[src/regif_reg_pkg.sv]
// register map, widths and timer constants shared by the host register interface RTL
package regif_reg_pkg;

    typedef logic [15:0] word_t;      // register or memory word
    typedef logic [7:0]  byte_t;      // host bus byte
    typedef logic [15:0] addr_t;      // memory address
    typedef logic [3:0]  reg_num_t;   // host register number

    // host visible register numbers
    localparam reg_num_t REG_SYS_CTRL = 4'd0;
    localparam reg_num_t REG_INT_CTRL = 4'd1;
    localparam reg_num_t REG_TIMER    = 4'd2;
    localparam reg_num_t REG_RD_XADDR = 4'd3;
    localparam reg_num_t REG_WR_XADDR = 4'd4;
    localparam reg_num_t REG_XDATA    = 4'd5;
    localparam reg_num_t REG_RD_INCR  = 4'd6;
    localparam reg_num_t REG_RD_ADDR  = 4'd7;
    localparam reg_num_t REG_WR_INCR  = 4'd8;
    localparam reg_num_t REG_WR_ADDR  = 4'd9;
    localparam reg_num_t REG_DATA     = 4'd10;
    localparam reg_num_t REG_DATA_2   = 4'd11;

    // slow clock for simulation so the timer moves
    localparam int PCLK_HZ      = 200_000;
    localparam int TIMER_DIV    = PCLK_HZ / 10_000;   // cycles per 0.1 ms tick
    localparam int TIMER_FRAC_W = $clog2(TIMER_DIV);
    localparam int INTR_W       = 4;

    // one byte transaction on the host bus
    typedef struct packed {
        logic     wr;     // 1 = write, 0 = read
        reg_num_t num;
        logic     odd;    // 0 = even/high byte, 1 = odd/low byte
        byte_t    data;
    } host_req_t;

    // register byte write handed to the register block
    typedef struct packed {
        reg_num_t num;
        logic     odd;
        byte_t    data;
        byte_t    even;   // staged even byte, completes the word on odd writes
    } reg_wr_t;

endpackage

[src/regif_mem_pkg.sv]
// request and busy-state types for the VRAM and XR memory channels
package regif_mem_pkg;

    // VRAM access with nibble write mask
    typedef struct packed {
        logic                  wr;
        regif_reg_pkg::addr_t  addr;
        regif_reg_pkg::word_t  data;
        logic [3:0]            mask;   // one bit per nibble, msb = bits 15..12
    } vram_req_t;

    // extended register bus access
    typedef struct packed {
        logic                  wr;
        regif_reg_pkg::addr_t  addr;
        regif_reg_pkg::word_t  data;
    } xr_req_t;

    // channel busy flags as seen by the host port
    typedef struct packed {
        logic vram_busy;
        logic xr_busy;
    } mem_state_t;

endpackage

[src/host_byte_port.sv]
// host bus side of the register interface; accepts byte transactions and returns read bytes
`timescale 1ns/1ps

module host_byte_port (
    input  logic                      clk,
    input  logic                      reset_i,
    input  logic                      host_valid_i,
    input  regif_reg_pkg::host_req_t  host_req_i,
    output logic                      host_ready_o,
    output regif_reg_pkg::byte_t      host_rdata_o,
    output logic                      host_rvalid_o,
    input  regif_mem_pkg::mem_state_t mem_state_i,
    input  regif_reg_pkg::word_t      rd_word_i,
    output logic                      wr_stb_o,
    output regif_reg_pkg::reg_wr_t    wr_o,
    output logic                      rd_stb_o,
    output regif_reg_pkg::reg_num_t   rd_reg_o,
    output logic                      rd_odd_o
);
    import regif_reg_pkg::*;

    logic  run_q;        // low through reset, high from the first cycle after
    logic  need_vram;
    logic  need_xr;
    logic  blocked;
    logic  accept;
    byte_t xdata_even;   // staged high byte of XDATA
    byte_t data_even;    // staged high byte of DATA and DATA_2

    // odd bytes of these registers start or depend on a memory access
    always_comb begin
        need_vram = 1'b0;
        need_xr   = 1'b0;
        if (host_req_i.odd) begin
            case (host_req_i.num)
                REG_XDATA, REG_RD_XADDR:          need_xr   = 1'b1;
                REG_DATA, REG_DATA_2, REG_RD_ADDR: need_vram = 1'b1;
                default: ;
            endcase
        end
    end

    assign blocked      = (need_vram && mem_state_i.vram_busy) ||
                          (need_xr && mem_state_i.xr_busy);
    assign host_ready_o = run_q && !blocked;
    assign accept       = host_valid_i && host_ready_o;

    assign wr_stb_o = accept && host_req_i.wr;
    assign rd_stb_o = accept && !host_req_i.wr;
    assign rd_reg_o = host_req_i.num;
    assign rd_odd_o = host_req_i.odd;

    always_comb begin
        wr_o.num  = host_req_i.num;
        wr_o.odd  = host_req_i.odd;
        wr_o.data = host_req_i.data;
        wr_o.even = (host_req_i.num == REG_XDATA) ? xdata_even : data_even;
    end

    always_ff @(posedge clk) begin
        if (reset_i) begin
            run_q         <= 1'b0;
            host_rvalid_o <= 1'b0;
        end else begin
            run_q         <= 1'b1;
            host_rvalid_o <= rd_stb_o;   // response one cycle after accept
        end
    end

    always_ff @(posedge clk) begin
        if (wr_stb_o && !host_req_i.odd) begin
            if (host_req_i.num == REG_XDATA) begin
                xdata_even <= host_req_i.data;
            end
            if (host_req_i.num == REG_DATA || host_req_i.num == REG_DATA_2) begin
                data_even <= host_req_i.data;
            end
        end
        if (rd_stb_o) begin
            host_rdata_o <= host_req_i.odd ? rd_word_i[7:0] : rd_word_i[15:8];
        end
    end

endmodule

[src/reg_block.sv]
// register file, timer and interrupt control; turns register events into memory requests
`timescale 1ns/1ps

module reg_block (
    input  logic                                clk,
    input  logic                                reset_i,
    input  logic                                wr_stb_i,
    input  regif_reg_pkg::reg_wr_t              wr_i,
    input  logic                                rd_stb_i,
    input  regif_reg_pkg::reg_num_t             rd_reg_i,
    input  logic                                rd_odd_i,
    output regif_reg_pkg::word_t                rd_word_o,
    output regif_mem_pkg::mem_state_t           mem_state_o,
    output logic                                vram_stb_o,
    output regif_mem_pkg::vram_req_t            vram_req_o,
    input  logic                                vram_busy_i,
    input  logic                                vram_done_i,
    input  regif_reg_pkg::word_t                vram_rdata_i,
    output logic                                xr_stb_o,
    output regif_mem_pkg::xr_req_t              xr_req_o,
    input  logic                                xr_busy_i,
    input  logic                                xr_done_i,
    input  regif_reg_pkg::word_t                xr_rdata_i,
    input  logic [regif_reg_pkg::INTR_W-1:0]    intr_status_i,
    output logic [regif_reg_pkg::INTR_W-1:0]    intr_mask_o,
    output logic [regif_reg_pkg::INTR_W-1:0]    intr_clear_o
);
    import regif_reg_pkg::*;

    addr_t                   rd_xaddr;
    addr_t                   wr_xaddr;
    word_t                   xdata;        // last word read from XR
    word_t                   rd_incr;
    addr_t                   rd_addr;
    word_t                   wr_incr;
    addr_t                   wr_addr;
    word_t                   data;         // last word read from VRAM
    logic [3:0]              wr_mask;
    word_t                   timer;
    logic [TIMER_FRAC_W-1:0] timer_frac;
    byte_t                   timer_latch;  // low byte frozen on high byte read
    logic                    vram_rd_q;    // pending VRAM access is a read
    logic                    xr_rd_q;
    word_t                   wr_word;

    // replace the even or odd byte of a word
    function automatic word_t put_byte(word_t w, logic odd, byte_t b);
        return odd ? {w[15:8], b} : {b, w[7:0]};
    endfunction

    assign wr_word = {wr_i.even, wr_i.data};
    assign mem_state_o.vram_busy = vram_busy_i;
    assign mem_state_o.xr_busy   = xr_busy_i;

    always_comb begin
        case (rd_reg_i)
            REG_SYS_CTRL: rd_word_o = {vram_busy_i | xr_busy_i, 11'b0, wr_mask};
            REG_INT_CTRL: rd_word_o = {4'b0, intr_mask_o, 4'b0, intr_status_i};
            REG_TIMER:    rd_word_o = {timer[15:8], timer_latch};
            REG_RD_XADDR: rd_word_o = rd_xaddr;
            REG_WR_XADDR: rd_word_o = wr_xaddr;
            REG_XDATA:    rd_word_o = xdata;
            REG_RD_INCR:  rd_word_o = rd_incr;
            REG_RD_ADDR:  rd_word_o = rd_addr;
            REG_WR_INCR:  rd_word_o = wr_incr;
            REG_WR_ADDR:  rd_word_o = wr_addr;
            REG_DATA, REG_DATA_2: rd_word_o = data;
            default:      rd_word_o = '0;
        endcase
    end

    // VRAM request: data write, read address pre-read, or next read after DATA
    always_comb begin
        vram_req_o.wr   = 1'b0;
        vram_req_o.addr = rd_addr;
        vram_req_o.data = wr_word;
        vram_req_o.mask = wr_mask;
        vram_stb_o      = 1'b0;
        if (wr_stb_i && wr_i.odd && (wr_i.num == REG_DATA || wr_i.num == REG_DATA_2)) begin
            vram_stb_o      = 1'b1;
            vram_req_o.wr   = 1'b1;
            vram_req_o.addr = wr_addr;
        end else if (wr_stb_i && wr_i.odd && wr_i.num == REG_RD_ADDR) begin
            vram_stb_o      = 1'b1;
            vram_req_o.addr = {rd_addr[15:8], wr_i.data};
        end else if (rd_stb_i && rd_odd_i && (rd_reg_i == REG_DATA || rd_reg_i == REG_DATA_2)) begin
            vram_stb_o      = 1'b1;
        end
    end

    always_comb begin
        xr_req_o.wr   = 1'b0;
        xr_req_o.addr = rd_xaddr;
        xr_req_o.data = wr_word;
        xr_stb_o      = 1'b0;
        if (wr_stb_i && wr_i.odd && wr_i.num == REG_XDATA) begin
            xr_stb_o      = 1'b1;
            xr_req_o.wr   = 1'b1;
            xr_req_o.addr = wr_xaddr;
        end else if (wr_stb_i && wr_i.odd && wr_i.num == REG_RD_XADDR) begin
            xr_stb_o      = 1'b1;
            xr_req_o.addr = {rd_xaddr[15:8], wr_i.data};
        end else if (rd_stb_i && rd_odd_i && rd_reg_i == REG_XDATA) begin
            xr_stb_o      = 1'b1;
        end
    end

    // free running 0.1 ms timer
    always_ff @(posedge clk) begin
        if (reset_i) begin
            timer      <= '0;
            timer_frac <= '0;
        end else if (timer_frac == TIMER_FRAC_W'(TIMER_DIV - 1)) begin
            timer_frac <= '0;
            timer      <= timer + 16'd1;
        end else begin
            timer_frac <= timer_frac + 1'b1;
        end
    end

    always_ff @(posedge clk) begin
        if (reset_i) begin
            rd_xaddr     <= '0;
            wr_xaddr     <= '0;
            xdata        <= '0;
            rd_incr      <= '0;
            rd_addr      <= '0;
            wr_incr      <= '0;
            wr_addr      <= '0;
            data         <= '0;
            wr_mask      <= 4'hF;
            intr_mask_o  <= '0;
            intr_clear_o <= '0;
            timer_latch  <= '0;
            vram_rd_q    <= 1'b0;
            xr_rd_q      <= 1'b0;
        end else begin
            intr_clear_o <= '0;   // one cycle strobe
            if (vram_done_i) begin
                if (vram_rd_q) begin
                    data    <= vram_rdata_i;
                    rd_addr <= rd_addr + rd_incr;
                end else begin
                    wr_addr <= wr_addr + wr_incr;
                end
            end
            if (xr_done_i) begin
                if (xr_rd_q) begin
                    xdata    <= xr_rdata_i;
                    rd_xaddr <= rd_xaddr + 16'd1;
                end else begin
                    wr_xaddr <= wr_xaddr + 16'd1;
                end
            end
            if (vram_stb_o) begin
                vram_rd_q <= !vram_req_o.wr;
            end
            if (xr_stb_o) begin
                xr_rd_q <= !xr_req_o.wr;
            end
            if (rd_stb_i && !rd_odd_i && rd_reg_i == REG_TIMER) begin
                timer_latch <= timer[7:0];
            end
            // host writes win over a same cycle increment
            if (wr_stb_i) begin
                case (wr_i.num)
                    REG_SYS_CTRL: if (wr_i.odd) wr_mask <= wr_i.data[3:0];
                    REG_INT_CTRL: begin
                        if (wr_i.odd) begin
                            intr_clear_o <= wr_i.data[INTR_W-1:0];
                        end else begin
                            intr_mask_o  <= wr_i.data[INTR_W-1:0];
                        end
                    end
                    REG_RD_XADDR: rd_xaddr <= put_byte(rd_xaddr, wr_i.odd, wr_i.data);
                    REG_WR_XADDR: wr_xaddr <= put_byte(wr_xaddr, wr_i.odd, wr_i.data);
                    REG_RD_INCR:  rd_incr  <= put_byte(rd_incr, wr_i.odd, wr_i.data);
                    REG_RD_ADDR:  rd_addr  <= put_byte(rd_addr, wr_i.odd, wr_i.data);
                    REG_WR_INCR:  wr_incr  <= put_byte(wr_incr, wr_i.odd, wr_i.data);
                    REG_WR_ADDR:  wr_addr  <= put_byte(wr_addr, wr_i.odd, wr_i.data);
                    default: ;
                endcase
            end
        end
    end

endmodule

[src/mem_channel.sv]
// one memory request channel; holds a request until acknowledged and returns the read word
`timescale 1ns/1ps

module mem_channel #(
    parameter type req_t = logic
) (
    input  logic                  clk,
    input  logic                  reset_i,
    input  logic                  start_i,
    input  req_t                  req_i,
    output logic                  busy_o,
    output logic                  done_o,
    output regif_reg_pkg::word_t  rdata_o,
    output logic                  req_valid_o,
    output req_t                  req_o,
    input  logic                  ack_i,
    input  regif_reg_pkg::word_t  mem_rdata_i
);

    logic take;
    logic fin;

    assign take   = start_i && !busy_o;
    assign fin    = req_valid_o && ack_i;   // ack is the ready of the memory
    // stays busy through done so the owner can update addresses first
    assign busy_o = req_valid_o || done_o;

    always_ff @(posedge clk) begin
        if (reset_i) begin
            req_valid_o <= 1'b0;
            done_o      <= 1'b0;
        end else begin
            done_o <= fin;
            if (fin) begin
                req_valid_o <= 1'b0;
            end else if (take) begin
                req_valid_o <= 1'b1;
            end
        end
    end

    always_ff @(posedge clk) begin
        if (take) begin
            req_o <= req_i;   // held steady while valid
        end
        if (fin) begin
            rdata_o <= mem_rdata_i;
        end
    end

endmodule

[src/regif_top.sv]
// top of the host register interface; connects host port, register block and memory channels
`timescale 1ns/1ps

module regif_top (
    input  logic                                clk,
    input  logic                                reset_i,
    input  logic                                host_valid_i,
    input  regif_reg_pkg::host_req_t            host_req_i,
    output logic                                host_ready_o,
    output regif_reg_pkg::byte_t                host_rdata_o,
    output logic                                host_rvalid_o,
    output logic                                vram_valid_o,
    output regif_mem_pkg::vram_req_t            vram_req_o,
    input  logic                                vram_ack_i,
    input  regif_reg_pkg::word_t                vram_rdata_i,
    output logic                                xr_valid_o,
    output regif_mem_pkg::xr_req_t              xr_req_o,
    input  logic                                xr_ack_i,
    input  regif_reg_pkg::word_t                xr_rdata_i,
    input  logic [regif_reg_pkg::INTR_W-1:0]    intr_status_i,
    output logic [regif_reg_pkg::INTR_W-1:0]    intr_mask_o,
    output logic [regif_reg_pkg::INTR_W-1:0]    intr_clear_o
);
    import regif_reg_pkg::*;
    import regif_mem_pkg::*;

    logic       wr_stb;
    reg_wr_t    wr;
    logic       rd_stb;
    reg_num_t   rd_reg;
    logic       rd_odd;
    word_t      rd_word;
    mem_state_t mem_state;
    logic       vram_stb;
    vram_req_t  vram_req;
    logic       vram_busy;
    logic       vram_done;
    word_t      vram_word;   // read word latched by the VRAM channel
    logic       xr_stb;
    xr_req_t    xr_req;
    logic       xr_busy;
    logic       xr_done;
    word_t      xr_word;

    host_byte_port i_host_byte_port (
        .clk           (clk),
        .reset_i       (reset_i),
        .host_valid_i  (host_valid_i),
        .host_req_i    (host_req_i),
        .host_ready_o  (host_ready_o),
        .host_rdata_o  (host_rdata_o),
        .host_rvalid_o (host_rvalid_o),
        .mem_state_i   (mem_state),
        .rd_word_i     (rd_word),
        .wr_stb_o      (wr_stb),
        .wr_o          (wr),
        .rd_stb_o      (rd_stb),
        .rd_reg_o      (rd_reg),
        .rd_odd_o      (rd_odd)
    );

    reg_block i_reg_block (
        .clk           (clk),
        .reset_i       (reset_i),
        .wr_stb_i      (wr_stb),
        .wr_i          (wr),
        .rd_stb_i      (rd_stb),
        .rd_reg_i      (rd_reg),
        .rd_odd_i      (rd_odd),
        .rd_word_o     (rd_word),
        .mem_state_o   (mem_state),
        .vram_stb_o    (vram_stb),
        .vram_req_o    (vram_req),
        .vram_busy_i   (vram_busy),
        .vram_done_i   (vram_done),
        .vram_rdata_i  (vram_word),
        .xr_stb_o      (xr_stb),
        .xr_req_o      (xr_req),
        .xr_busy_i     (xr_busy),
        .xr_done_i     (xr_done),
        .xr_rdata_i    (xr_word),
        .intr_status_i (intr_status_i),
        .intr_mask_o   (intr_mask_o),
        .intr_clear_o  (intr_clear_o)
    );

    mem_channel #(.req_t(vram_req_t)) i_vram_channel (
        .clk         (clk),
        .reset_i     (reset_i),
        .start_i     (vram_stb),
        .req_i       (vram_req),
        .busy_o      (vram_busy),
        .done_o      (vram_done),
        .rdata_o     (vram_word),
        .req_valid_o (vram_valid_o),
        .req_o       (vram_req_o),
        .ack_i       (vram_ack_i),
        .mem_rdata_i (vram_rdata_i)
    );

    mem_channel #(.req_t(xr_req_t)) i_xr_channel (
        .clk         (clk),
        .reset_i     (reset_i),
        .start_i     (xr_stb),
        .req_i       (xr_req),
        .busy_o      (xr_busy),
        .done_o      (xr_done),
        .rdata_o     (xr_word),
        .req_valid_o (xr_valid_o),
        .req_o       (xr_req_o),
        .ack_i       (xr_ack_i),
        .mem_rdata_i (xr_rdata_i)
    );

endmodule

[config.mk]
export PLATFORM = sky130hd
export DESIGN_NAME = regif_top
export DESIGN_NICKNAME = d
export VERILOG_FILES = /design/src/regif_reg_pkg.sv /design/src/regif_mem_pkg.sv /design/src/host_byte_port.sv /design/src/reg_block.sv /design/src/mem_channel.sv /design/src/regif_top.sv
export SDC_FILE = /design/constraint.sdc
export NUM_CORES = 1
export LEC_CHECK = 0
export BUFFER_PORTS_ARGS = -buffer_cell sky130_fd_sc_hd__buf_2
export CORE_ASPECT_RATIO = 0.9
export CORE_MARGIN = 1.5
export CORE_UTILIZATION = 25
export CTS_CLUSTER_SIZE = 10
export DETAILED_ROUTE_END_ITERATION = 12
export SKIP_CTS_REPAIR_TIMING = 1
export SLEW_MARGIN = 5
export SYNTH_ARGS = -nofsm -noshare
export SYNTH_HDL_FRONTEND = slang
export SYNTH_SLANG_ARGS = --single-unit
[constraint.sdc]
create_clock -name clk -period 8.6 [get_ports clk]
set_input_delay 1.72 -clock clk [delete_from_list [all_inputs] [get_ports clk]]
set_output_delay 1.72 -clock clk [all_outputs]
set_load 0.05 [all_outputs]
==> impl_metrics.ini, run 1 <==
[global_routing]
antenna_found_initial = 2
grt_use_total_pct = 17.1
grt_pass1_vias = 11800
grt_max_degree = 60
grt_pass1_wl_mm = 76.5
grt.overflow.total = 0

[worst_setup_path]
worstSetupStartpointType = input port
reg2reg_slack_ns = 5.28
crit_type = input port to primary output
crit_path_cell_trace = buf_2 -> o2111ai_1 -> and3_1 -> buf_2
critPathMaxFanout = 31
r2r-start = i_xr_channel.req_valid_o$_SDFFE_PP0P_
timing.critical_path.required_ns = 6.88
cp_num_buf_inv = 2
r2r_end = i_vram_channel.req_o[20]$_DFFE_PP_
cp_top_family = buffers and inverters
arrival_ns = 3.42
crit_top_cell = buf_2
max_stage_delay_ns = 0.59
crit_slowest_cell = buf_2
critPathCaptureType = primary output
rr_worst_depth = 6

[min_path]
hold_path.class = register to register
hold_depth = 1
hp-start = i_reg_block.timer_frac[0]$_SDFF_PP0_
hold_end = i_reg_block.timer_frac[0]$_SDFF_PP0_

[clocking]
numCtsBuffers = 37
clock-root-buffer = clkbuf_16
cts-htree-levels = 2
cts_tree = yes
cts.clk_slew.worst_paths_ns = 0.05
clkSinkCount = 303
worstSkewPairLatency_ns = 0.53
clockBufferDepth = 3

[layout]
final_util_pct = 29.7
layout.nets = 1717
syn_to_final_growth_pct = 17.1
fillers = 5976
top_regs = i_vram_channel.req_o x37, i_xr_channel.req_o x33
seqCellArea_mm2 = 0.00733
antenna_cells = 0
regMostFlops = i_vram_channel.req_o
finalNonFillerCells = 2419
drive_above_1_share_pct = 14.7
largest_reg_flops = 37
postLayoutCellArea_mm2 = 0.0170
multi_input_area_mm2 = 0.00672

[placed_design]
gp_congestion = 0.925
place_hpwl_mm = 37.8
dp_cells = 2352
port_buffers = 144
place_area_mm2 = 0.0159
preCtsSetupSlack_ns = 3.50

[drt]
remaining_drc_errors = 0
drt_pass1_iterations = 6
drt_iter0_markers = 1482
wirelength_mm = 52.5
detail_route.wl_per_cell_um = 21.7
vias = 12600
postRouteAntennaNets = 0
routed_via_density = 5.21

[timing]
setup_violations = 0
timing.fmax_mhz = 194
relSlewSlack_pct = 14.8
hold_ws_ns = 0.449
finalSetupTns_ns = 0
grt_setup_unrepaired = false
period_needed_ns = 5.14
hold_viol = 0
finClkSkew_ns = 0.0179
setup_ws_ns = 3.46
timing.final.crit_share_pct = 59.8
worst_pin_slew_ns = 1.28
finalMaxSlewViolations = 0

[synthesis]
syn-instance-count = 1517
synth_edf_count = 126
ys_seq_area_share_pct = 50.5
yosysWarnings = 0
synth.avg_cell_area_um2 = 9.56
synthFlopType = dfxtp_1
ys_types = 74
syn_area_mm2 = 0.0145
async_flop_share_pct = 0
ys_seq_elements = 303
synthesis.nets = 1608

[die]
rows = 83
die_w_um = 257
die-area_mm2 = 0.0595
pin_count = 145
coreArea_mm2 = 0.0572
initial_core_util_pct = 25.3
die_h_um = 232

[pwr]
power.leakage_nw = 5.85
vdd_ir_drop_max_uv = 95.6
p_total_mw = 3.08
power.density_mw_per_mm2 = 181

[outcome]
status = completed

[run]
cap_violations = 0
cell usage after synthesis (5+ instances only):
master,n,area share (%)
inv_1,14,0.36
o21ai_0,75,2.6
and4_1,6,0.36
xor2_1,17,1.0
o21a_1,7,0.36
dfxtp_1,177,24
a221oi_1,22,1.3
nor3_2,5,0.35
nor2b_1,20,0.86
and2_1,12,0.52
a222oi_1,8,0.55
a21oi_1,130,4.5
nand3_1,57,2.0
a31oi_1,31,1.3
buf_6,5,0.39
nand2b_1,10,0.43
mux2_2,16,1.2
and3_1,20,0.86
a22oi_1,34,1.8
a32oi_1,6,0.36
nor2_1,107,2.8
buf_1,7,0.18
nand2_1,245,6.3
mux2i_1,51,3.5
ha_1,34,2.9
nor3b_1,11,0.57
nand4_1,11,0.47
nor4_1,6,0.26
o22ai_1,9,0.39
edfxtp_1,126,26
xnor2_1,21,1.3
a211oi_1,17,0.88
buf_2,21,0.72
a22o_1,9,0.54
clkbuf_1,55,1.4
or3_1,7,0.30
a21o_1,8,0.41
nor3_1,32,1.1
layout by cell type (no fill, tap or decap), types with 6 or more instances in the layout:
master     instances
inv_1             14
nor4_1             6
edfxtp_1         126
nor2b_1           20
nand3_1           57
a21o_1             8
or3_1              7
and2_1            12
mux2_2            16
o22ai_1            9
dfxtp_1          177
a222oi_1           8
nor3_2             6
buf_2            143
nor2_1           107
a31oi_1           31
and4_1             6
clkbuf_1          25
a221oi_1          22
o21ai_0           74
a22oi_1           34
a21oi_1          130
nand4_1           11
clkbuf_16         38
a211oi_1          17
nor3b_1           11
xnor2_1           21
o21a_1             6
mux2i_1           51
nand2b_1          10
ha_1              34
a32oi_1            6
a22o_1             9
xor2_1            17
nand2_1          245
buf_4             18
nor3_1            31
and3_1            20
worst max path at each step:
stage                         from                                end  slack, ns  cells past startpoint
floorplan           host_req_i[11]  i_vram_channel.req_o[0]$_DFFE_PP_       2.80                      6
global placement     host_req_i[9]                       host_ready_o       3.58                      5
detailed placement  host_req_i[11]  i_vram_channel.req_o[1]$_DFFE_PP_       3.50                      7
CTS                  host_req_i[9]                       host_ready_o       3.54                      5
global route         host_req_i[9]                       host_ready_o       3.34                      5
finish               host_req_i[8]                       host_ready_o       3.46                      4
cell type report:
type,instances,share of cell area (%)
clock buffer,63,6.15
multi-input combinational,1108,39.6
timing repair buffer,161,5.01
clock inverter,4,0.199
inverter,15,0.331
tap,765,5.63
sequential,303,43.1
metal layers:
layer / track usage [%] / up-vias / wire length (µm)
met4: 4.67 / 0 / 1360
met2: 25.6 / 689 / 22400
li1: - / 5808 / -
met5: 0 / - / 0
met1: 23.8 / 6029 / 22300
met3: 5.05 / 85 / 6410
report_power, final:
part / switching (mW) / internal (mW)
combinational: 0.109 / 0.0328
sequential: 0.00588 / 1.50
clock: 0.601 / 0.826
cells by family after synthesis:
| logic type | share of synthesized area [%] |
|---|---|
| flip-flops | 50.5 |
| XOR/XNOR | 2.29 |
| AND/OR/NAND/NOR | 18.3 |
| AO/OA/AOI/OAI | 17.6 |
| adder cells (fa/ha/maj) | 3.21 |
| multiplexers | 4.92 |
| buffers and inverters | 3.26 |
No activity file was read; power rests on OpenSTA's default activity.
==> inputs of run 2 (changes only) <==
==> constraint.sdc (replaced) <==
create_clock -name clk -period 4.9 [get_ports clk]
set_input_delay 0.98 -clock clk [delete_from_list [all_inputs] [get_ports clk]]
set_output_delay 0.98 -clock clk [all_outputs]
set_load 0.05 [all_outputs]
==> impl_metrics.ini, run 2 (same netlist as run 1, synthesis figures left out) <==
[worst_setup_path]
crit_end = host_ready_o
worstSetupStartpointType = input port
timing.critical_path.required_ns = 3.92
crit_top_cell = buf_2
critPathMaxFanout = 28
r2r_end = i_vram_channel.req_o[20]$_DFFE_PP_
crit_slowest_cell = buf_2
critPathCaptureType = primary output
crit_start = host_req_i[9]
rr_worst_depth = 6
reg2reg_slack_ns = 1.94
cp_top_family = buffers and inverters
max_stage_delay_ns = 0.45
cp.depth = 5
crit_type = input port to primary output
crit_path_cell_trace = buf_2 -> nor2b_1 -> o2111ai_1 -> and3_1 -> buf_2
cp_num_buf_inv = 2
arrival_ns = 2.65
r2r-start = i_vram_channel.req_valid_o$_SDFFE_PP0P_

[layout]
finalNonFillerCells = 2428
largest_reg_flops = 37
syn_to_final_growth_pct = 17.6
regMostFlops = i_vram_channel.req_o
top_regs = i_vram_channel.req_o x37, i_xr_channel.req_o x33
final_cell_mix = nand2_1 (245), dfxtp_1 (177), buf_2 (143)
final_common_cell = nand2_1
final_util_pct = 29.8
drive_above_1_share_pct = 15.0
layout.nets = 1723
postLayoutCellArea_mm2 = 0.0171

[placed_design]
port_buffers = 144
dp_cells = 2359
gp_congestion = 0.917
place_hpwl_mm = 38.3
place_area_mm2 = 0.0160

[outcome]
status = completed

[drt]
drt_iter0_markers = 1613
detail_route.wl_per_cell_um = 21.8
vias = 12800
routed_via_density = 5.25
remaining_drc_errors = 0
drt_pass1_iterations = 8
postRouteAntennaNets = 0
wirelength_mm = 52.8

[die]
pin_count = 145
initial_core_util_pct = 25.3
rows = 83
die_w_um = 257
coreArea_mm2 = 0.0572
die-area_mm2 = 0.0595
die_h_um = 232

[global_routing]
antenna_found_initial = 4
grt_use_total_pct = 17.2
grt_pass1_wl_mm = 76.5
grt_max_degree = 65
grt.overflow.total = 0
grt_pass1_vias = 11600

[pwr]
power.density_mw_per_mm2 = 317
power.leakage_nw = 5.88
vdd_ir_drop_max_uv = 214
p_total_mw = 5.41

[min_path]
hold_depth = 1
hold_path.class = register to register

[clocking]
worstSkewPairLatency_ns = 0.54
clockBufferDepth = 3
clock-root-buffer = clkbuf_16
clkSinkCount = 303
cts.clk_slew.worst_paths_ns = 0.05
numCtsBuffers = 36
cts_tree = yes
cts-htree-levels = 2

[timing]
timing.fmax_mhz = 276
finClkSkew_ns = 0.0237
setup_violations = 0
relSlewSlack_pct = 19.8
finalSetupTns_ns = 0
worst_pin_slew_ns = 1.20
finalMaxSlewViolations = 0
timing.final.crit_share_pct = 74.0
period_needed_ns = 3.63
grt_setup_unrepaired = false
hold_viol = 0

[run]
cap_violations = 0
run 2: routing by layer:
layer	vias to the layer above	wire, µm	track usage, %
li1	5814	-	-
met4	0	1300	4.38
met1	6180	23000	23.6
met3	93	5650	4.81
met2	671	22900	26.4
met5	-	0	0
run 2: final cells by class:
| cell class | count | area, µm² |
|---|---|---|
| Fill cell | 5962 | 40200 |
| Antenna cell | 4 | 10.0 |
| Multi-Input combinational cell | 1108 | 6720 |
| Clock inverter | 1 | 16.3 |
| Inverter | 15 | 56.3 |
| Tap cell | 765 | 957 |
| Timing Repair Buffer | 168 | 916 |
| Sequential cell | 303 | 7330 |
| Clock buffer | 64 | 1060 |
run 2: power by group:
part	internal (mW)	leakage, nW	switching [mW]	total (mW)
combinational	0.0596	2.80	0.194	0.253
sequential	2.63	2.57	0.00984	2.64
clock	1.46	0.512	1.06	2.52
run 2: how the worst min path moves through the flow:
stage | from | endpoint
2_1_floorplan | i_reg_block.wr_mask[0]$_SDFFE_PP1P_ | i_vram_channel.req_o[0]$_DFFE_PP_
3_5_place_dp | i_reg_block.timer_frac[0]$_SDFF_PP0_ | i_reg_block.timer_frac[0]$_SDFF_PP0_
3_3_place_gp | i_reg_block.timer_frac[0]$_SDFF_PP0_ | i_reg_block.timer_frac[0]$_SDFF_PP0_
5_1_grt | i_reg_block.timer_frac[0]$_SDFF_PP0_ | i_reg_block.timer_frac[0]$_SDFF_PP0_
6_report | i_reg_block.timer_frac[0]$_SDFF_PP0_ | i_reg_block.timer_frac[0]$_SDFF_PP0_
4_1_cts | i_reg_block.timer_frac[0]$_SDFF_PP0_ | i_reg_block.timer_frac[0]$_SDFF_PP0_
run 2: worst reg2reg max path, cell delays in order, from the launching register on:
cell and delay [ns]:
dfxtp_1 0.42, or2_2 0.39, o211ai_1 0.17, nand4_2 0.49, nor2_2 0.79, buf_4 0.31, o21ai_0 0.12
run 2: per-stage QoR:
stage / worst slack (ns) / hold slack (ns)
6_report: 1.27 / 0.450
5_1_grt: 1.21 / 0.460
4_1_cts: 1.33 / 0.455
3_5_place_dp: 1.04 / 0.447
3_3_place_gp: 1.17 / 0.440
2_1_floorplan: 0.848 / 0.419
